$ cat src/source/fetch_pkg.sv
package fetch_pkg;

    localparam int VADDR_W    = 32;
    localparam int BLOCK_INST = 8;   // Instructions per cache block.
    localparam int INST_W     = 32;
    localparam int LANE_W     = 3;
    localparam int SIZE_W     = 3;   // Instruction count minus one.
    localparam int FSQ_IDX_W  = 4;
    localparam int BLOCK_W    = BLOCK_INST * INST_W;

    localparam logic [6:0] OPC_BRANCH = 7'b1100011;
    localparam logic [6:0] OPC_JAL    = 7'b1101111;

    // Lanes from start up to start + size, cut off at the end of the block.
    function automatic logic [BLOCK_INST-1:0] lane_mask(
        input logic [LANE_W-1:0] start,
        input logic [SIZE_W-1:0] size
    );
        logic [BLOCK_INST-1:0] mask;
        int first;
        int last;
        first = int'(start);
        last  = first + int'(size);
        for (int i = 0; i < BLOCK_INST; i++) begin
            mask[i] = (i >= first) && (i <= last);
        end
        return mask;
    endfunction

endpackage

$ cat src/source/predecode.sv
module predecode import fetch_pkg::*; (
    input  logic                  clk,
    input  logic                  rst,
    input  logic                  pd_valid,
    input  logic [BLOCK_INST-1:0] pd_mask,
    input  logic [BLOCK_W-1:0]    pd_data,
    input  logic [VADDR_W-1:0]    pd_addr,
    input  logic [FSQ_IDX_W-1:0]  pd_idx,
    output logic                  out_valid,
    output logic [BLOCK_INST-1:0] out_mask,
    output logic [BLOCK_INST-1:0] out_branch,
    output logic [BLOCK_INST-1:0] out_jal,
    output logic [VADDR_W-1:0]    out_addr,
    output logic [FSQ_IDX_W-1:0]  out_idx,
    output logic [BLOCK_W-1:0]    out_data
);

    logic [BLOCK_INST-1:0] branch_d;
    logic [BLOCK_INST-1:0] jal_d;

    // Lane i holds the word at block base plus 4*i.
    always_comb begin
        for (int i = 0; i < BLOCK_INST; i++) begin
            branch_d[i] = pd_mask[i] && (pd_data[i*INST_W +: 7] == OPC_BRANCH);
            jal_d[i]    = pd_mask[i] && (pd_data[i*INST_W +: 7] == OPC_JAL);
        end
    end

    always_ff @(posedge clk or negedge rst) begin
        if (!rst) begin
            out_valid  <= 1'b0;
            out_mask   <= '0;
            out_branch <= '0;
            out_jal    <= '0;
        end else begin
            out_valid <= pd_valid;
            if (pd_valid) begin
                out_mask   <= pd_mask;
                out_branch <= branch_d;
                out_jal    <= jal_d;
            end
        end
    end

    always_ff @(posedge clk) begin
        if (pd_valid) begin
            out_addr <= pd_addr;
            out_idx  <= pd_idx;
            out_data <= pd_data;
        end
    end

    // Every presented block has at least one enabled lane.
    a_out_has_lane: assert property (
        @(posedge clk) disable iff (!rst) out_valid |-> (out_mask != '0)
    );

endmodule

$ cat config.mk
export PLATFORM = sky130hd
export DESIGN_NAME = predecode
export DESIGN_NICKNAME = d
export VERILOG_FILES = /design/src/source/fetch_pkg.sv /design/src/source/predecode.sv
export SDC_FILE = /design/constraint.sdc
export NUM_CORES = 1
export LEC_CHECK = 0
export ABC_AREA = 1
export BUFFER_PORTS_ARGS = -buffer_cell sky130_fd_sc_hd__buf_2
export CELL_PAD_IN_SITES_DETAIL_PLACEMENT = 1
export CELL_PAD_IN_SITES_GLOBAL_PLACEMENT = 2
export CORE_AREA = 2 2 239 241
export DETAILED_ROUTE_END_ITERATION = 8
export DIE_AREA = 0 0 241 243
export GPL_TIMING_DRIVEN = 0
export PLACE_DENSITY = 0.53
export SYNTH_ARGS = -nofsm -noshare
export SYNTH_HDL_FRONTEND = slang
export SYNTH_SLANG_ARGS = --single-unit
$ cat constraint.sdc
create_clock -name clk -period 0.8 [get_ports clk]
set_input_delay 0.04 -clock clk [delete_from_list [all_inputs] [get_ports clk]]
set_output_delay 0.04 -clock clk [all_outputs]
set_load 0.02 [all_outputs]
== Word level (Yosys, flattened, before mapping) ==
Cells that the tools add are included.

* Input bits: 303
* Register bits after elaboration: 317
* Word-level logic and storage cells: 39
* Output and inout bits: 317

* Equal/unequal tests: 16
* Reductions and logical operators: 16

{| class="wikitable"
|+ Operators by type and width
! operator !! number
|-
| $eq 7x7->1 const B || 16
|-
| $logic_and 1x1->1 || 16
|}

== Depth between registers and ports, before layout ==
* Depth in word-level cells: 2
* Mapped depth: 5
* Mapped depth without buffers: 4

== Worst setup path after synthesis ==
OpenSTA, ideal clock, no wires.

* Path type: register -> register
* Start: register out_jal[0] (netlist name)
* End: register out_jal[0]
* Setup time: 0.117 ns
* Stages on the path, launching flop included: 3
* Path slack: 0.119 ns
* Arrival: 0.563 ns
* Required time: 0.683 ns
* Path through: dfrtp_1 > nand2_1 > nand2_1

{| class="wikitable"
|+ RTL lines
! element !! RTL line !! RTL
|-
| end signal, assigned || predecode.sv:40 || <nowiki>out_jal <= jal_d;</nowiki>
|-
| end, declared || predecode.sv:12 || <nowiki>output logic [BLOCK_INST-1:0] out_jal,</nowiki>
|}

== Worst setup path after layout ==
* Start: register out_data[46]
* End: output out_data[46]

{| class="wikitable"
|+ RTL lines
! element !! RTL line !! RTL
|-
| start, declared || predecode.sv:15 || <nowiki>output logic [BLOCK_W-1:0] out_data</nowiki>
|-
| start signal, assigned || predecode.sv:49 || <nowiki>out_data <= pd_data;</nowiki>
|}

No word-level cell between the ends.

==> results.md <==
- Status: finished, violations left
- Failing checks: hold timing, setup timing
- Slew headroom: between 50% and 60%
- CP cell instances: buf_6
- Leakage: between 8 and 9 nW
- Yosys warnings: 0
- Final WS setup: -0.383 ns
- RSZ-0062 raised after global routing: true
- Root Driver: clkbuf_16
- Initial Utilization: between 10% and 20%
- Register area: between 0.009 and 0.01 mm²
- Worst Skew: 0 ns
- DRC viols: 0
- Sum of negative setup slack: -100.08 ns
- Worst skew pair latency: roughly 0.54 ns
- Pwr dens: 2210 mW/mm²
- Seq/Total Area, Yosys: between 90 and 100%
- Critical path required time: between 0.7 and 0.8 ns
- CTS tree: done
- Drt via density: about 3.6
- Synthesized cell area: 0.00993 mm²
- Synth Area in Compound Gates: 0%
- Detailed Route WL: roughly 44000 µm
- Register bit total from synthesis: approximately 320
- Cts bufs inserted: 40
- WP data arrival: 1.14 ns
- Slew at the pin closest to its max-slew limit: a little over 0.6 ns
- Total GRT Usage: approximately 14%
- Area grow syn2layout: 103%
- Synth top area cells: edfxtp_1 88%, dfrtp_1 6.3%, nand2_1 3.0%
- Footprint of the multi-input gates: ~470 µm²
- Port-buffer cells: 619
- Row count: 87
- Placed Area: 0.0141 mm²
- Antenna violations before repair: 13
- Finish-stage setup viols: ~320
- Final net count: approximately 1.7k
- Post-synthesis mux area share: 0%
- Placed cell count: between 1.5k and 2k
- Slowest cell on crit path: edfxtp_1
- GR Overflow Total: 0
- Layout cells sized above 1: a little under half
- Synth Area in Simple Gates: roughly 4.7%
- Commonest non-fill, non-tap cell in the layout: buf_2
- CTS hold repair buffers: ~300
- Design area: about 0.020 mm²
- Post-Synthesis Cells: around 450
- CTS H-tree lvls: 2
- Post-Synth XOR/XNOR Area: 0%
- First-pass GRT wire length: 59000 µm
- Peak supply drop: about 1.2 mV
- 1st-iter DRT viols: just under 200
- Core area: 0.0560 mm²
- CP bufs+invs: 1
- Non-Filler Instances: ~2.2k
- Post-synth top area cell: edfxtp_1
- Clock Sink Count: about 320
- Max Cap Viol: 0
- Final ANT Viol Nets: 0
- Gpl congestion: between 0.7 and 0.8
- Synth top area share: 88.3%
- Die width: between 200 and 250 µm
- Worst-path clk slew: about 0.06 ns
- Worst setup SP type: register
- Vias in the first global route: ~8.9k
- Most frequent cells in the layout: 344 x buf_2, 301 x dlygate4sd3_1, 292 x edfxtp_1
- Final min period: 1.18 ns
- Final core occ: 36.1%
- Die area: ~0.059 mm²
- Vias post-DR: ~8.0k
- Largest net degree at the start of global routing: 86
- Critical Path Stages: 1
- Detailed Routing Iterations Pass 1: 4
- I/O pin count: 620
- Power, Total: between 40 and 50 mW
- Detailed Place HPWL: around 30000 µm
- Combinational family with the most area after synthesis: simple AND/OR/NAND/NOR gates
- Hold depth: 1
- Synth cell types: 8
- Worst Path Max Fanout: 1
- Die extent in y: approximately 240 µm
- Post-synthesis adder-cell area fraction: 0%
- Period utilization: 148%
- Filler Cell Count: 5997
- Final slew viol count: 0
- Syn Area/Cell: 22.1 µm²
- Final hold violations: 39
- Worst Hold Class: primary input to register
- Post-synth net total: 752
- CP endpoint kind: primary output
- DP Worst Slack: -0.842 ns
- Wire per inst: a little under 20 µm
- Hold_ws: -0.133 ns
- Worst Reg-to-Reg Cells: 3
- Fmax: 845 MHz
- Clock buffer depth: 3
- Critical Path Max Stage Delay: 0.43 ns
- CP top delay family: flip-flops
- CP Class: register to primary output
[sequential cells by signal, indices dropped and copies added, names as in the netlist]
| signal | count |
|---|---|
| out_data | 256 |
| out_jal | 8 |
| out_valid | 1 |
| out_idx | 4 |
| out_addr | 32 |
| out_branch | 8 |
| out_mask | 8 |
[cell usage after synthesis]
cell type and count:
buf_6 3, dfrtp_1 25, edfxtp_1 292, inv_1 8
inv_2 1, nand2_1 80, nand3_1 16, nor2_1 24
[kinds of logic (layout without fill, tap and decap cells)]
family | Yosys count | after routing
other | 0 | 9
buffers and inverters | 12 | 1010
and+or+nand+nor | 120 | 120
DFF | 317 | 317
[layer usage]
metal	vias up	GRT usage [%]	wire length, µm
met1	3857	13.5	14700
met3	80	6.47	4710
met5	-	0	45
met2	382	25.5	23000
met4	8	5.08	1120
li1	3644	-	-
[final timing paths]
check	from	endpoint	slack (ns)
setup / recovery	out_data[46]	out_data[46]	-0.38
hold / removal	pd_valid	out_data[91]	-0.13
setup reg to reg	out_mask[6]	out_mask[6]	0.05
hold reg to reg	out_jal[6]	out_jal[6]	0.51
max in group asynchronous	rst	out_jal[1]	0.34
min in group asynchronous	rst	out_jal[2]	0.05
[layout make-up]
type                       count  area share, %
tap                          756           4.69
antenna                        9          0.112
buffer                         3          0.167
multi-input combinational    120           2.33
sequential                   317           46.6
inverter                       9          0.167
timing repair buffer         928           39.8
clock inverter                19          0.856
clock buffer                  51           5.27
[timing repair]
| item | 4_1_cts | 5_1_grt |
|---|---|---|
| setup buffers | 2 | 0 |
| resized for setup | 355 | 198 |
| pin swaps | 0 | 0 |
| hold endpoints to repair | 380 | 39 |
| cloned | 3 | 0 |
| endpoints found under the setup margin | 427 | 333 |
[power by group]
part	internal [mW]	switching, mW
Combinational	3.62	3.35
Clock	10.3	7.09
Sequential	19.5	0.587
Note: power is estimated with default switching activity, not from simulation.
