$ cat config.mk
export PLATFORM = sky130hd
export DESIGN_NAME = icache_array
export DESIGN_NICKNAME = d
export VERILOG_FILES = /design/src/source/fetch_pkg.sv /design/src/source/icache_array.sv
export SDC_FILE = /design/constraint.sdc
export NUM_CORES = 2
export LEC_CHECK = 0
export BUFFER_PORTS_ARGS = -buffer_cell sky130_fd_sc_hd__buf_2
export CAP_MARGIN = 15
export CORE_ASPECT_RATIO = 1.25
export CORE_MARGIN = 4
export CORE_UTILIZATION = 50
export DETAILED_ROUTE_END_ITERATION = 10
export PLACE_DENSITY = 0.66
export SKIP_CTS_REPAIR_TIMING = 1
export SLEW_MARGIN = 0
export SYNTH_ARGS = -nofsm -noshare
export SYNTH_HDL_FRONTEND = slang
export SYNTH_MEMORY_MAX_BITS = 65536
export SYNTH_SLANG_ARGS = --single-unit
export TNS_END_PERCENT = 100
$ cat constraint.sdc
create_clock -name clk -period 39.9 [get_ports clk]
set_clock_uncertainty 0.15 [all_clocks]
set_input_delay 5.985 -clock clk [delete_from_list [all_inputs] [get_ports clk]]
set_output_delay 5.985 -clock clk [all_outputs]
set_load 0.005 [all_outputs]
$ cat src/source/fetch_pkg.sv
package fetch_pkg;

    localparam int VADDR_W    = 32;
    localparam int BLOCK_INST = 8;   // Instructions per cache block.
    localparam int INST_W     = 32;
    localparam int LANE_W     = 3;
    localparam int SIZE_W     = 3;   // Instruction count minus one.
    localparam int FSQ_IDX_W  = 4;
    localparam int BLOCK_W    = BLOCK_INST * INST_W;

    localparam logic [6:0] OPC_BRANCH = 7'b1100011;
    localparam logic [6:0] OPC_JAL    = 7'b1101111;

    // Lanes from start up to start + size, cut off at the end of the block.
    function automatic logic [BLOCK_INST-1:0] lane_mask(
        input logic [LANE_W-1:0] start,
        input logic [SIZE_W-1:0] size
    );
        logic [BLOCK_INST-1:0] mask;
        int first;
        int last;
        first = int'(start);
        last  = first + int'(size);
        for (int i = 0; i < BLOCK_INST; i++) begin
            mask[i] = (i >= first) && (i <= last);
        end
        return mask;
    endfunction

endpackage

$ cat src/source/icache_array.sv
module icache_array import fetch_pkg::*; #(
    parameter int NUM_SETS = 16
) (
    input  logic               clk,
    input  logic               rst,
    input  logic               lookup_req,
    input  logic [VADDR_W-1:0] lookup_addr,
    input  logic               flush,
    output logic               cache_ready,
    output logic               state_idle,
    output logic               state_lookup,
    output logic               data_valid,
    output logic [BLOCK_W-1:0] block_data,
    output logic               mem_req,
    output logic [VADDR_W-1:0] mem_addr,
    input  logic               mem_rsp_valid,
    input  logic [BLOCK_W-1:0] mem_rsp_data
);

    localparam int OFF_W = LANE_W + 2;           // Byte offset inside a block.
    localparam int IDX_W = $clog2(NUM_SETS);
    localparam int BLK_W = VADDR_W - OFF_W;
    localparam int TAG_W = BLK_W - IDX_W;

    typedef enum logic [1:0] {
        S_IDLE,
        S_LOOKUP,
        S_REFILL,
        S_RESP
    } state_t;

    state_t state_q;
    state_t state_d;

    logic [TAG_W-1:0]   tag_mem [NUM_SETS];
    logic [BLOCK_W-1:0] data_mem [NUM_SETS];
    logic [NUM_SETS-1:0] valid_q;

    logic [BLK_W-1:0]   blk_q;     // Block address of the current request.
    logic [TAG_W-1:0]   rd_tag_q;
    logic               rd_valid_q;
    logic [BLOCK_W-1:0] rd_data_q;
    logic               flushed_q;

    logic [IDX_W-1:0]   lookup_idx;
    logic [IDX_W-1:0]   req_idx;
    logic [TAG_W-1:0]   req_tag;
    logic               start;
    logic               hit;
    logic               refill_done;

    assign lookup_idx  = lookup_addr[OFF_W +: IDX_W];
    assign req_idx     = blk_q[IDX_W-1:0];
    assign req_tag     = blk_q[IDX_W +: TAG_W];
    assign start       = lookup_req & (state_q == S_IDLE);
    assign hit         = rd_valid_q & (rd_tag_q == req_tag);
    assign refill_done = (state_q == S_REFILL) & mem_rsp_valid;

    always_comb begin
        state_d = state_q;
        case (state_q)
            S_IDLE: begin
                if (lookup_req) begin
                    state_d = S_LOOKUP;
                end
            end
            S_LOOKUP: begin
                state_d = hit ? S_IDLE : S_REFILL;
            end
            S_REFILL: begin
                if (mem_rsp_valid) begin
                    state_d = S_RESP;
                end
            end
            default: begin
                state_d = S_IDLE; // S_RESP lasts one cycle.
            end
        endcase
    end

    always_ff @(posedge clk or negedge rst) begin
        if (!rst) begin
            state_q   <= S_IDLE;
            valid_q   <= '0;
            flushed_q <= 1'b0;
        end else begin
            state_q <= state_d;
            if (refill_done) begin
                valid_q[req_idx] <= 1'b1;
            end
            // A flushed request still refills but returns nothing.
            if (start) begin
                flushed_q <= flush;
            end else if (flush) begin
                flushed_q <= 1'b1;
            end
        end
    end

    // Arrays are read when the request is taken, so the compare runs in S_LOOKUP.
    always_ff @(posedge clk) begin
        if (start) begin
            blk_q      <= lookup_addr[VADDR_W-1:OFF_W];
            rd_tag_q   <= tag_mem[lookup_idx];
            rd_valid_q <= valid_q[lookup_idx];
            rd_data_q  <= data_mem[lookup_idx];
        end else if (refill_done) begin
            rd_data_q <= mem_rsp_data;
        end
        if (refill_done) begin
            tag_mem[req_idx]  <= req_tag;
            data_mem[req_idx] <= mem_rsp_data;
        end
    end

    assign cache_ready  = (state_q == S_IDLE);
    assign state_idle   = (state_q == S_IDLE);
    assign state_lookup = (state_q == S_LOOKUP) | (state_q == S_REFILL);

    assign data_valid = ~flushed_q & ~flush &
                        (((state_q == S_LOOKUP) & hit) | (state_q == S_RESP));
    assign block_data = rd_data_q;

    assign mem_req  = (state_q == S_LOOKUP) & ~hit;
    assign mem_addr = {blk_q, {OFF_W{1'b0}}};

    a_mem_req_pulse: assert property (
        @(posedge clk) disable iff (!rst) mem_req |=> !mem_req
    );

    // Only one miss is outstanding, so a response without a refill is stray.
    a_rsp_in_refill: assert property (
        @(posedge clk) disable iff (!rst) mem_rsp_valid |-> (state_q == S_REFILL)
    );

endmodule

* Word level (Yosys, flattened, before mapping)
Memory sizes are Yosys's and may differ from the RTL's. A register that Yosys moved wholly into a read port is not among the register bits.
Cells that the tools add are included.
** Word-level totals
- Register bits :: 303
- Latch bits :: 0
- Bits in writable memories :: 4464
- Bits in read-only memories :: 0
- Bits of input ports :: 293
- Output and inout bits :: 293
- Logic and storage cells :: 49
- Memories :: 2
** Memory list
- data_mem :: depth 16, bits a word 256, rd ports 1, clocked after Yosys merged registers in 0, wr ports 1, RTL line icache_array.sv:36 : logic [BLOCK_W-1:0] data_mem [NUM_SETS];
- tag_mem :: depth 16, bits a word 23, rd ports 1, clocked after Yosys merged registers in 1, wr ports 1, RTL line icache_array.sv:35 : logic [TAG_W-1:0] tag_mem [NUM_SETS];
** Cells by class
- Add/subtract/negate cells :: 0
- $mul :: 0
- Divide/modulo/power cells :: 0
- Order comparisons :: 3
- Equal/unequal tests :: 6
- Shifts and indexed selects :: 0
- Muxes and demuxes :: 14
- Bitwise logic cells :: 13
- Reductions and logical operators :: 5
** Operators with widths (count)
- $mux W256 :: 2
- $eq A23 B23 Y1 :: 1
- $or A16 B16 Y16 :: 1
- $lt A4 B5 Y1 const B :: 2
- $and A1 B1 Y1 :: 7
- $mux W1 :: 6
- $mux W2 :: 3
- $pmux W2 S3 :: 1
- $bmux W1 S4 :: 1
- $demux W1 S4 :: 1
- $eq A2 B2 Y1 const B :: 2
- $ge A4 B1 Y1 const B :: 1
- $ne A2 B2 Y1 const B :: 2
- $reduce_bool A2 Y1 :: 2
- $not A1 Y1 :: 3
- $eq A2 B1 Y1 const B :: 1
- $logic_not A2 Y1 :: 1
- $or A1 B1 Y1 :: 2
- $reduce_and A2 Y1 :: 1
- $logic_and A1 B1 Y1 :: 1

* Longest topological paths before layout
- Depth after elaboration :: 5
- Mapped depth :: 9
- Depth with buffers taken out :: 7

* Worst setup path after synthesis
Ideal clock, no wire load.
- Path type :: in2reg
- Start :: input port mem_rsp_valid
- End :: register valid_q[0]
- Setup time :: 178 ps
- Arrival :: 26810 ps
- Data required time :: 39572 ps
- Setup slack :: 12763 ps
- Stages :: 4
- Buffers on the path :: 0
- Cell sequence :: nand2_1 > or3_1 > nor3_1 > or2_2
** Between the ends
- Longest elaborated chain between the ends :: 1
** Ends and longest elaborated chain
- start: declaration :: RTL line icache_array.sv:16 : input logic mem_rsp_valid,
- $and A1 B1 Y1 :: RTL line icache_array.sv:57 : assign refill_done = (state_q == S_REFILL) & mem_rsp_valid;
- end signal: assignment :: RTL line icache_array.sv:84 : valid_q <= '0;
- end signal: indexed assignment :: RTL line icache_array.sv:89 : valid_q[req_idx] <= 1'b1;
- end: declaration :: RTL line icache_array.sv:37 : logic [NUM_SETS-1:0] valid_q;
Every way passes these cells.
A chain may end at the register's enable or synchronous reset.

* Final worst setup path
- Start :: input port flush
- End :: output port data_valid
** Between the ends
- Longest elaborated chain between the ends :: 3
** Ends and longest elaborated chain
- start: declaration :: RTL line icache_array.sv:8 : input logic flush,
- $not A1 Y1 :: RTL line icache_array.sv:120 : assign data_valid = ~flushed_q & ~flush &
- $and A1 B1 Y1 (2 in series) :: RTL line icache_array.sv:120
- end: declaration :: RTL line icache_array.sv:12 : output logic data_valid,
Every way passes these cells.

==> flow_summary.yaml <==
detailed_routing:
  vias: 95300
  ant_nets: 0
  viasPerCell: 6.00
  wire_per_inst_um: 28.8
  drtIter0Drc: 10000
  first_pass_iters: 5
  postRouteWirelength_um: 457000
  drc: 0
clocking:
  clk_pin_slew_ns: 0.06
  htreeDepth: 5
  cts_buffers: 449
  cts_root_buf: "clkbuf_16"
  cts.sinks: 4790
  cts_tree: "built"
  cts.path.max_buffers: 4
  insertion_delay_ns: 0.96
timing:
  tightest_slew_ns: 1.42
  tns_ns: 0
  slew_headroom_pct: 5.01
  maxSlewViolCount: 0
  fmax_ghz: 0.0789
  fin_crit_ns: 12.67
  setup_viol: 0
  hold_viol: 0
  rsz0062_at_grt: "no"
  period_share_pct: 31.8
synthesis:
  ys.flop_type: "edfxtp_1"
  ys_ff_latch: 4790
  synth.most_common_cell: "edfxtp_1"
  async_flop_share_pct: 0.397
  syn_area_mm2: 0.183
  synth-edff-count: 4771
  avgSynthCellArea_um2: 18.4
  synth_top_area_share_pct: 78.5
  synthDistinctLibCells: 36
  synth.area.top_cells: "edfxtp_1 78%, mux2i_1 11%, o22ai_1 2.6%, nor3_1 1.9%, mux4_2 1.3%"
  synth_warnings: 0
  syn_inst: 9944
  netlist_top_cells_count: "4771 x edfxtp_1, 2061 x mux2i_1, 769 x o22ai_1"
  synth_seq_area_share_pct: 78.7
  synth_area_leader_cell: "edfxtp_1"
worst_setup_path:
  path_max_fanout: 2
  start_kind: "input port"
  criticalPathCategory: "input port to output pin"
  cp.arrival_ns: 6.54
  critPathCaptureType: "output pin"
  cp_data_required_time_ns: 33.76
power_and_ir_drop:
  pwr-share-comb_pct: 8.4
  p_leak_uw: 0.0702
  seqPwrFrac_pct: 53.3
  p_int_uw: 8520
  clkPwrFrac_pct: 38.2
  p_per_area_mw_per_mm2: 54.2
  finalPower_uw: 11100
  vdd_drop_max_mv: 0.0589
  switching_power_uw: 2610
  switching_share_pct: 23.5
grt:
  antenna_found_initial: 136
  grt_util_met3_pct: 3.86
  grt_max_degree: 155
  grt_pass1_wl_um: 658000
  met1_usage_pct: 31.8
  use_met2_pct: 39.9
  grt-ovfl-total: 0
  grt_busiest_layer: "met2"
  grt_pass1_vias: 95800
  groute.usage.overall_pct: 23.8
min_path:
  hold_class: "flip-flop to flip-flop"
die:
  die_y_um: 684
  core_area_mm2: 0.363
  initial_utilization_pct: 50.3
  die_width_um: 549
  row_count: 247
  die_area_mm2: 0.375
  ios: 586
layout:
  fill_cells: 27300
  stdcell_count: 15900
  nets: 10900
  drive_gt1_share_pct: 14.3
  area_growth_pct: 12.5
  stdcell_area_mm2: 0.205
  fin_util_pct: 56.6
place:
  placedCellCount: 15000
  port_buffers: 575
  dpl.hpwl_um: 226000
  gp_congestion: 0.747
  post_dp_cell_area_mm2: 0.190
flow_run:
  cap_violations: 0
run_status:
  outcome: "completed"
-- worst paths after layout --
check                               endpoint         from  slack, ns  cells past startpoint
setup / recovery                  data_valid        flush      27.23                      5
hold / removal                   valid_q[13]  valid_q[13]       0.32                      1
setup reg to reg           data_mem[15][129]   state_q[0]      34.30                      8
hold reg to reg                  valid_q[13]  valid_q[13]       0.32                      1
max in group asynchronous        valid_q[12]          rst      34.40                      1
min in group asynchronous          flushed_q          rst       4.84                      1
-- area by class of cell --
class                           count  area (µm²)  area share, %
Timing Repair Buffer              771        4710           2.30
Antenna cell                       51         128         0.0622
Sequential cell                  4790      144000           70.0
Tap cell                         4855        6070           2.96
Inverter                            4        22.5         0.0110
Multi-Input combinational cell   4579       35900           17.5
Clock inverter                    292        3090           1.50
Clock buffer                      534       11600           5.67
-- per-layer routing --
metal	wire, µm	vias to the layer above
met1	183000	49600
met2	226000	3593
met4	14500	66
met5	435	-
li1	-	41200
met3	32700	837
-- sequential cells by signal, summed over array words and instances, names as in the netlist --
name	cells
valid_q	16
data_mem	4096
flushed_q	1
rd_tag_q	23
tag_mem	368
block_data	256
rd_valid_q	1
state_q	2
blk_q	27
-- metrics by stage --
stage / hold slack, ns / worst slack (ns)
after floorplan: 0.284 / 12.76
after global placement: 0.295 / 26.83
after detailed placement: 0.302 / 26.68
after CTS: 0.317 / 27.22
after global routing: 0.330 / 27.19
final: 0.315 / 27.23
-- cell families (layout without fill, tap and decap cells) --
kind of cell	count (synthesis)	in the layout	synth area share (%)
and+or+nand+nor	1285	1285	3.19
adders and majority gates	5	5	0.0343
xor gates and xnor gates	23	23	0.110
DFF	4790	4790	78.7
muxes	2168	2168	12.6
other	1	56	0.00205
AOI/OAI and AO/OA	1093	1093	3.62
buffers and inverters	579	1601	1.71
-- power by group through the flow --
stage	logic (µW)	registers, µW	clock network (µW)
2_1_floorplan	466	6060	0
3_3_place_gp	934	6040	0
3_5_place_dp	946	6050	0
4_1_cts	950	5940	4330
5_1_grt	1010	5950	4550
6_report	938	5940	4260
-- worst max-delay path: stages --
cell	delay [ns]
buf_2	0.10
nor2_1	0.13
nand4_1	0.11
nand2_1	0.10
buf_2	0.11
-- layout by cell type, fill, tap and decap left out, types with 13 or more instances in the layout --
master      instances
edfxtp_1         4771
mux2i_1          2061
o22ai_1           769
nor3_1            696
buf_2             572
nor2_1            515
clkbuf_16         453
o21ai_0           252
buf_4             171
mux4_2            107
clkinv_1          102
clkinv_2           88
clkbuf_1           81
bufinv_16          52
diode_2            51
o32ai_1            36
buf_12             27
xnor2_1            23
dfrtp_1            19
or2_2              16
clkinvlp_4         16
a21oi_1            15
nor2b_1            14
a211oi_1           13
nor2_4             13
(Power assumes the default switching activity.)
