## src/source/fetch_pkg.sv

```systemverilog
package fetch_pkg;

    localparam int VADDR_W    = 32;
    localparam int BLOCK_INST = 8;   // Instructions per cache block.
    localparam int INST_W     = 32;
    localparam int LANE_W     = 3;
    localparam int SIZE_W     = 3;   // Instruction count minus one.
    localparam int FSQ_IDX_W  = 4;
    localparam int BLOCK_W    = BLOCK_INST * INST_W;

    localparam logic [6:0] OPC_BRANCH = 7'b1100011;
    localparam logic [6:0] OPC_JAL    = 7'b1101111;

    // Lanes from start up to start + size, cut off at the end of the block.
    function automatic logic [BLOCK_INST-1:0] lane_mask(
        input logic [LANE_W-1:0] start,
        input logic [SIZE_W-1:0] size
    );
        logic [BLOCK_INST-1:0] mask;
        int first;
        int last;
        first = int'(start);
        last  = first + int'(size);
        for (int i = 0; i < BLOCK_INST; i++) begin
            mask[i] = (i >= first) && (i <= last);
        end
        return mask;
    endfunction

endpackage

```

## src/source/icache_ctrl.sv

```systemverilog
module icache_ctrl import fetch_pkg::*; (
    input  logic                  clk,
    input  logic                  rst,
    input  logic                  fetch_req,
    input  logic [VADDR_W-1:0]    fetch_addr,
    input  logic [SIZE_W-1:0]     fetch_size,
    input  logic [FSQ_IDX_W-1:0]  fetch_idx,
    output logic                  fetch_ready,
    input  logic                  stall,
    input  logic                  flush,
    input  logic                  abandon,
    input  logic [FSQ_IDX_W-1:0]  abandon_idx,
    input  logic [VADDR_W-1:0]    abandon_addr,
    input  logic [SIZE_W-1:0]     abandon_size,
    output logic                  abandon_hit,
    input  logic                  cache_ready,
    input  logic                  state_idle,
    input  logic                  state_lookup,
    input  logic                  data_valid,
    input  logic [BLOCK_W-1:0]    block_data,
    output logic                  lookup_req,
    output logic [VADDR_W-1:0]    lookup_addr,
    output logic                  pd_valid,
    output logic [BLOCK_INST-1:0] pd_mask,
    output logic [BLOCK_W-1:0]    pd_data,
    output logic [VADDR_W-1:0]    pd_addr,
    output logic [FSQ_IDX_W-1:0]  pd_idx
);

    logic                  abandon_idle;
    logic                  abandon_lookup;
    logic                  accept;
    logic [VADDR_W-1:0]    sel_addr;
    logic [SIZE_W-1:0]     sel_size;
    logic [BLOCK_INST-1:0] sel_mask;
    logic [BLOCK_INST-1:0] abandon_mask;
    logic [BLOCK_INST-1:0] en_s2;
    logic [BLOCK_INST-1:0] mask_s2;
    logic [VADDR_W-1:0]    addr_s2;
    logic [FSQ_IDX_W-1:0]  idx_s2;

    // Abandon aimed at the stream offered this cycle, or at the one held in stage 2.
    assign abandon_idle   = abandon & state_idle & (abandon_idx == fetch_idx);
    assign abandon_lookup = abandon & state_lookup & (abandon_idx == idx_s2);

    assign fetch_ready = cache_ready;
    assign lookup_req  = fetch_req & ~stall;
    assign accept      = lookup_req & cache_ready;
    assign abandon_hit = accept & abandon_idle;

    assign sel_addr    = abandon_idle ? abandon_addr : fetch_addr;
    assign sel_size    = abandon_idle ? abandon_size : fetch_size;
    assign lookup_addr = sel_addr; // The cache looks up the stream that is kept.

    assign sel_mask     = lane_mask(sel_addr[LANE_W+1:2], sel_size);
    assign abandon_mask = lane_mask(abandon_addr[LANE_W+1:2], abandon_size);

    always_ff @(posedge clk) begin
        if (abandon_lookup) begin
            addr_s2 <= abandon_addr;
        end else if (accept) begin
            addr_s2 <= sel_addr;
            idx_s2  <= fetch_idx;
        end
    end

    // Stage-2 lane enables; an empty mask means nothing is waiting.
    always_ff @(posedge clk or negedge rst) begin
        if (!rst) begin
            en_s2 <= '0;
        end else if (flush) begin
            en_s2 <= '0;
        end else if (data_valid) begin
            en_s2 <= '0;
        end else if (abandon_lookup) begin
            en_s2 <= abandon_mask;
        end else if (accept) begin
            en_s2 <= sel_mask;
        end
    end

    // An abandon in the cycle the data comes back still takes effect.
    assign mask_s2 = abandon_lookup ? abandon_mask : en_s2;
    assign pd_mask = mask_s2 & {BLOCK_INST{data_valid}};
    assign pd_valid = |pd_mask;
    assign pd_addr  = abandon_lookup ? abandon_addr : addr_s2;
    assign pd_idx   = idx_s2;
    assign pd_data  = block_data;

    a_accept_when_idle: assert property (
        @(posedge clk) disable iff (!rst) accept |-> state_idle
    );

    // Data only comes back for a stream that was accepted earlier.
    a_data_needs_request: assert property (
        @(posedge clk) disable iff (!rst) data_valid |-> (en_s2 != '0)
    );

endmodule

```

## config.mk

```make
export PLATFORM = sky130hd
export DESIGN_NAME = icache_ctrl
export DESIGN_NICKNAME = d
export VERILOG_FILES = /design/src/source/fetch_pkg.sv /design/src/source/icache_ctrl.sv
export SDC_FILE = /design/constraint.sdc
export NUM_CORES = 1
export LEC_CHECK = 0
export BUFFER_PORTS_ARGS = -buffer_cell sky130_fd_sc_hd__buf_2
export CORE_AREA = 2 2 261 263
export CTS_CLUSTER_SIZE = 24
export DETAILED_ROUTE_END_ITERATION = 7
export DIE_AREA = 0 0 263 265
export PLACE_DENSITY_LB_ADDON = 0.15
export SKIP_CTS_REPAIR_TIMING = 1
export SYNTH_ARGS = -nofsm -noshare
export SYNTH_HDL_FRONTEND = slang
export SYNTH_SLANG_ARGS = --single-unit
```

## constraint.sdc

```tcl
create_clock -name clk -period 4.9 [get_ports clk]
set_input_delay 0 -clock clk [delete_from_list [all_inputs] [get_ports clk]]
set_output_delay 0 -clock clk [all_outputs]
set_load 0.005 [all_outputs]
```

# Yosys cells after proc, flatten, opt, wreduce, memory -nomap -nowiden
# Index checks and enable logic that the tools add are counted.
# totals
regBits,44
latchBits,0
ramBits,0
romBits,0
input_bits,344
output_inout_bits,336
mem_count,0
# classes
add_sub_neg,2
n_mul,0
div,0
n_lt_le_gt_ge,30
eq_ne,2
n_shift,0
muxes,10
n_bitwise,10
reduce_logical,18
# ops
operator,n
32-bit two-way mux,4
8-bit two-way mux,5
"3-bit by 4-bit <= comparator with 1-bit output, first input constant",8
"3-bit >= comparator, first input constant",6
"1-bit by 4-bit <= comparator with 1-bit output, first input constant",4
"2-bit by 4-bit <= comparator with 1-bit output, first input constant",4
1-bit logical AND,14
"1-bit by 3-bit >= comparator with 1-bit output, first input constant",4
"2-bit by 3-bit >= comparator with 1-bit output, first input constant",4
3-bit by 3-bit adder with 4-bit output,2
8-bit AND,1
4-bit equality test,2
8-bit OR reduction,1
1-bit AND,7
4-bit nonzero test,1
3-bit two-way mux,1
1-bit inverter,2
2-bit AND reduction,1
2-bit nonzero test,1

# Depth between registers and ports, before layout
# depth
word_depth,10
mapped_depth,15
mapped_depth_nobuf,13

# Least setup slack after synthesis
# No wires, ideal clock.
# synth_path
path_type,in2reg
start,input fetch_idx[0]
end,register en_s2[6]
setup_ns,0.120
arrival_time_ns,2.484
required_ns,4.780
slack_ns,2.296
path_stages,12
path_buffers,1
cell_sequence,xor2_1 > nor3_2 > nand2_1 > clkbuf_1 > nand2_1 > nand2_1 > ha_1 > maj3_1 > and2_1 > a221o_1 > a211o_1 > o211a_1
# synth_between
elab_chain_len,10
# synth_lines
element,line_no,rtl
from (decl),icache_ctrl.sv:7,"input logic [FSQ_IDX_W-1:0] fetch_idx,"
4-bit equality test *,icache_ctrl.sv:43,assign abandon_idle = abandon & state_idle & (abandon_idx == fetch_idx);
1-bit AND *,icache_ctrl.sv:43,
32-bit two-way mux *,icache_ctrl.sv:51,assign sel_addr = abandon_idle ? abandon_addr : fetch_addr;
via lookup_addr[2],icache_ctrl.sv:22,"output logic [VADDR_W-1:0] lookup_addr,"
3-bit by 3-bit adder with 4-bit output,fetch_pkg.sv:23,last = first + int'(size);
3-bit by 4-bit <= comparator with 1-bit output,fetch_pkg.sv:25,mask[i] = (i >= first) && (i <= last);
1-bit logical AND *,fetch_pkg.sv:25,
8-bit two-way mux *,icache_ctrl.sv:77,end else if (accept) begin
8-bit two-way mux *,icache_ctrl.sv:75,end else if (abandon_lookup) begin
8-bit two-way mux *,icache_ctrl.sv:73,end else if (data_valid) begin
8-bit two-way mux *,icache_ctrl.sv:71,end else if (flush) begin
to (signal assigned),icache_ctrl.sv:76,en_s2 <= abandon_mask;
to (signal assigned),icache_ctrl.sv:78,en_s2 <= sel_mask;
to (decl),icache_ctrl.sv:37,logic [BLOCK_INST-1:0] en_s2;
# Mark *: on every way through the listed nets, which the timed path passes. The rest lies on a longest branch. The select of a mux whose other input is x is not followed.
# A chain may end at the register's enable or synchronous reset.

# Final worst setup path
# layout_path
start,input fetch_idx[0]
end,register en_s2[6]
# layout_between
elab_chain_len,10
# layout_lines
element,line_no
4-bit equality test *,icache_ctrl.sv:43
1-bit AND *,icache_ctrl.sv:43
32-bit two-way mux or 3-bit two-way mux (tied branches),"icache_ctrl.sv:51, icache_ctrl.sv:52"
3-bit by 3-bit adder with 4-bit output,fetch_pkg.sv:23
3-bit by 4-bit <= comparator with 1-bit output,fetch_pkg.sv:25
1-bit logical AND *,fetch_pkg.sv:25
8-bit two-way mux *,icache_ctrl.sv:77
8-bit two-way mux *,icache_ctrl.sv:75
8-bit two-way mux *,icache_ctrl.sv:73
8-bit two-way mux *,icache_ctrl.sv:71
# Mark *: on every way between the ends. The rest lies on a longest branch, timed or not. The select of a mux whose other input is x is not followed.

==> metrics.md <==
| Metric | Value |
|---|---|
| Run status | `finished clean` |
| Synth area leaders | `buf_4 (35%), edfxtp_1 (19%), nand2_1 (15%)` |
| Critical-path maximum fanout | `32` |
| Die area | `0.0697 mm²` |
| Footprint of the multi-input gates | `0.00224 mm²` |
| Post-Syn Nets | `1078` |
| Clock skew | `0.0145 ns` |
| Crit-path cells | `dlygate4sd3_1, buf_2, xor2_1, or3_1, nor2_4, buf_4, nand2_1, nand2_1, ha_1, and2_1, a221o_1, a211o_1, o211a_1` |
| Setup_tns | `0 ns` |
| CTS root buf | `clkbuf_16` |
| Final antenna-violating net count | `0` |
| Yosys reg bits | `44` |
| Clock slew at reported path FFs | `0.09 ns` |
| Crit-path max cell delay | `0.55 ns` |
| TritonCTS Buffers | `5` |
| Unrepaired setup endpoints after global routing | `false` |
| Peak Freq | `305 MHz` |
| Initial core utilization | `8.36%` |
| DRC Markers | `0` |
| Largest buffer count on any clock path | `2` |
| Synthesized area per cell | `7.68 µm²` |
| Filler cell count | `7898` |
| Largest net degree at the start of global routing | `41` |
| CP endpoint kind | `flip-flop` |
| Leak Pwr | `0.00240 µW` |
| Final min period | `3.28 ns` |
| Vias per cell | `2.91` |
| Sequential share of the synthesized area | `22.9%` |
| TritonCTS clock tree | `done` |
| Post-synth cell types | `67` |
| WP data required | `5.12 ns` |
| Share of layout cells above drive strength 1 | `36.9%` |
| Antenna violations before repair | `3` |
| PortBufs | `167` |
| WL final | `28300 µm` |
| Placer congestion estimate | `0.725` |
| Fin nets | `985` |
| Mapped Cells | `727` |
| Fin. Hold Viols | `0` |
| Yosys top cell by area | `buf_4` |
| Post-synth top area share | `34.6%` |
| Starting DRT DRC Count | `175` |
| CP Launch Type | `primary input` |
| Worst VDD drop | `0.000102 V` |
| Rows | `95` |
| Worst path most repeated cell | `nand2_1` |
| Htree depth | `2` |
| First-pass iteration count of the detailed router | `4` |
| Sinks on Clock Net | `44` |
| Fraction of registers with async set/reset | `18.2%` |
| Critical path arrival | `3.50 ns` |
| Gr ovfl total | `0` |
| Worst-Margin Slew | `0.728 ns` |
| Global-route wire length before repair | `38100 µm` |
| Reg area | `0.00128 mm²` |
| Routed len/inst | `18.7 µm` |
| Die Y-Extent | `265 µm` |
| Fin crit share | `66.9%` |
| EDFF count, synth | `36` |
| Ys Warns | `0` |
| Synth Cell Area | `0.00558 mm²` |
| Slew margin rel. | `51.0%` |
| Max Cap Viol | `0` |
| Boundary pin count | `680` |
| Die width | `263 µm` |
| Clk Latency, worst-skew pair | `0.33 ns` |
| Tot GR Track Use | `7.85%` |
| Crit Path Category | `primary input to flip-flop` |
| Worst Hold Class | `primary input to primary output` |
| Pwr/cell area | `199 mW/mm²` |
| Core area | `0.0668 mm²` |
| N_diodes | `0` |
| Via Count | `4392` |
| Setup-failing EPs final | `0` |
| Slowest cell on the critical path | `or3_1` |
| Tot Pwr | `1150 µW` |
| Top_reg_cell synth | `edfxtp_1` |
| Max Slew Vio Count | `0` |
| Vias in the first global route | `4663` |
| Post-DP HPWL | `23300 µm` |
| Area grow syn2layout | `3.63%` |
[placed cells by master (no fill, tap or decap), types with 4 or more instances in the layout]
master,netlist,routed
a21oi_1,19,19
and3_1,5,5
buf_2,9,167
buf_4,257,6
clkbuf_16,0,6
dfrtp_1,8,8
dlygate4sd3_1,0,10
edfxtp_1,36,36
ha_1,6,6
inv_1,6,6
mux2_2,32,32
nand2_1,217,215
nand3_1,7,7
nor2_1,16,15
nor3_1,6,6
o21ai_0,8,8
xnor2_1,6,6
xor2_1,4,4
[logic make-up after synthesis]
family,synth area share (%)
buffers and inverters,37.3
AND/OR/NAND/NOR,19.8
AO/OA/AOI/OAI,9.61
flip-flops,22.9
multiplexers,6.90
XOR/XNOR,1.57
adder cells (fa/ha/maj),1.88
[worst max-delay path, delay by kind of cell]
kind | cells | cell delay, ns
AO/OA/AOI/OAI | 3 | 0.76
XOR/XNOR | 1 | 0.19
adder cells (fa/ha/maj) | 1 | 0.28
buffers and inverters | 3 | 1.15
AND/OR/NAND/NOR | 5 | 1.11
[path summary, 6_finish.rpt]
kind,cells after the start,from,slack (ns),end
worst max register to register,7,pd_idx[3]$_DFFE_PP_,2.26,en_s2[1]$_DFFE_PN0P_
min in group asynchronous,2,rst,0.06,en_s2[0]$_DFFE_PN0P_
worst min register to register,1,en_s2[7]$_DFFE_PN0P_,0.55,en_s2[7]$_DFFE_PN0P_
worst min-delay path,0,block_data[160],0.000002,pd_data[160]
max in group asynchronous,2,rst,4.63,en_s2[4]$_DFFE_PN0P_
worst max-delay path,13,fetch_idx[0],1.62,en_s2[6]$_DFFE_PN0P_
[power by group]
part | total, µW | switching, µW | internal [µW]
Sequential | 425 | 4.37 | 420
Combinational | 295 | 176 | 119
Clock | 430 | 206 | 224
Total | 1150 | 387 | 764
[sequential cells by signal, summed over array words and instances (netlist names)]
register and cells:
pd_idx 4, en_s2 8, addr_s2 32
[layer usage]
| layer | global-route usage [%] | wire [µm] | up-vias | part of all wire [%] |
|---|---|---|---|---|
| met4 | 3.12 | 966 | 0 | 3.4 |
| met2 | 13.5 | 13600 | 363 | 48 |
| li1 | - | - | 1957 | - |
| met1 | 7.67 | 10100 | 1993 | 36 |
| met3 | 4.72 | 3630 | 79 | 13 |
| met5 | 0 | 0 | - | 0 |
[synth_stat cells (all sizes together), types with 2 or more instances]
master,n
dfrtp,8
ha,6
or2,3
a31oi,2
mux2,33
nand3,7
and3,5
o311a,2
inv,7
clkbuf,11
a211oi,4
xor2,4
nor3,7
nor2,17
a32oi,2
buf,272
xnor2,6
a21o,3
or3,2
o21ai,11
and2,2
a22oi,4
o211ai,6
nand2b,2
a21oi,20
nand2,217
nor2b,2
edfxtp,36
[area by class of cell]
class | instances | area share, %
multi-input combinational | 392 | 38.7
clock buffer | 6 | 2.59
sequential | 44 | 22.1
timing repair buffer | 183 | 17.0
inverter | 8 | 0.519
tap | 873 | 18.9
clock inverter | 2 | 0.259
[through the flow]
stage                     setup WS, ns  hold WS [ns]  instance area, µm²  cells  utilization [%]
final                             1.62    0.00000200                5790   1508             8.66
after global routing              1.44    0.00000796                5790   1508             8.66
after CTS                         1.94        -0.510                5690   1498             8.51
after detailed placement          1.73        -0.117                5520   1490             8.27
after global placement            1.74        -0.116                5520   1490             8.27
after floorplan                   2.30        -0.296                5580    727                -
Note: power is estimated with default switching activity, not from simulation.
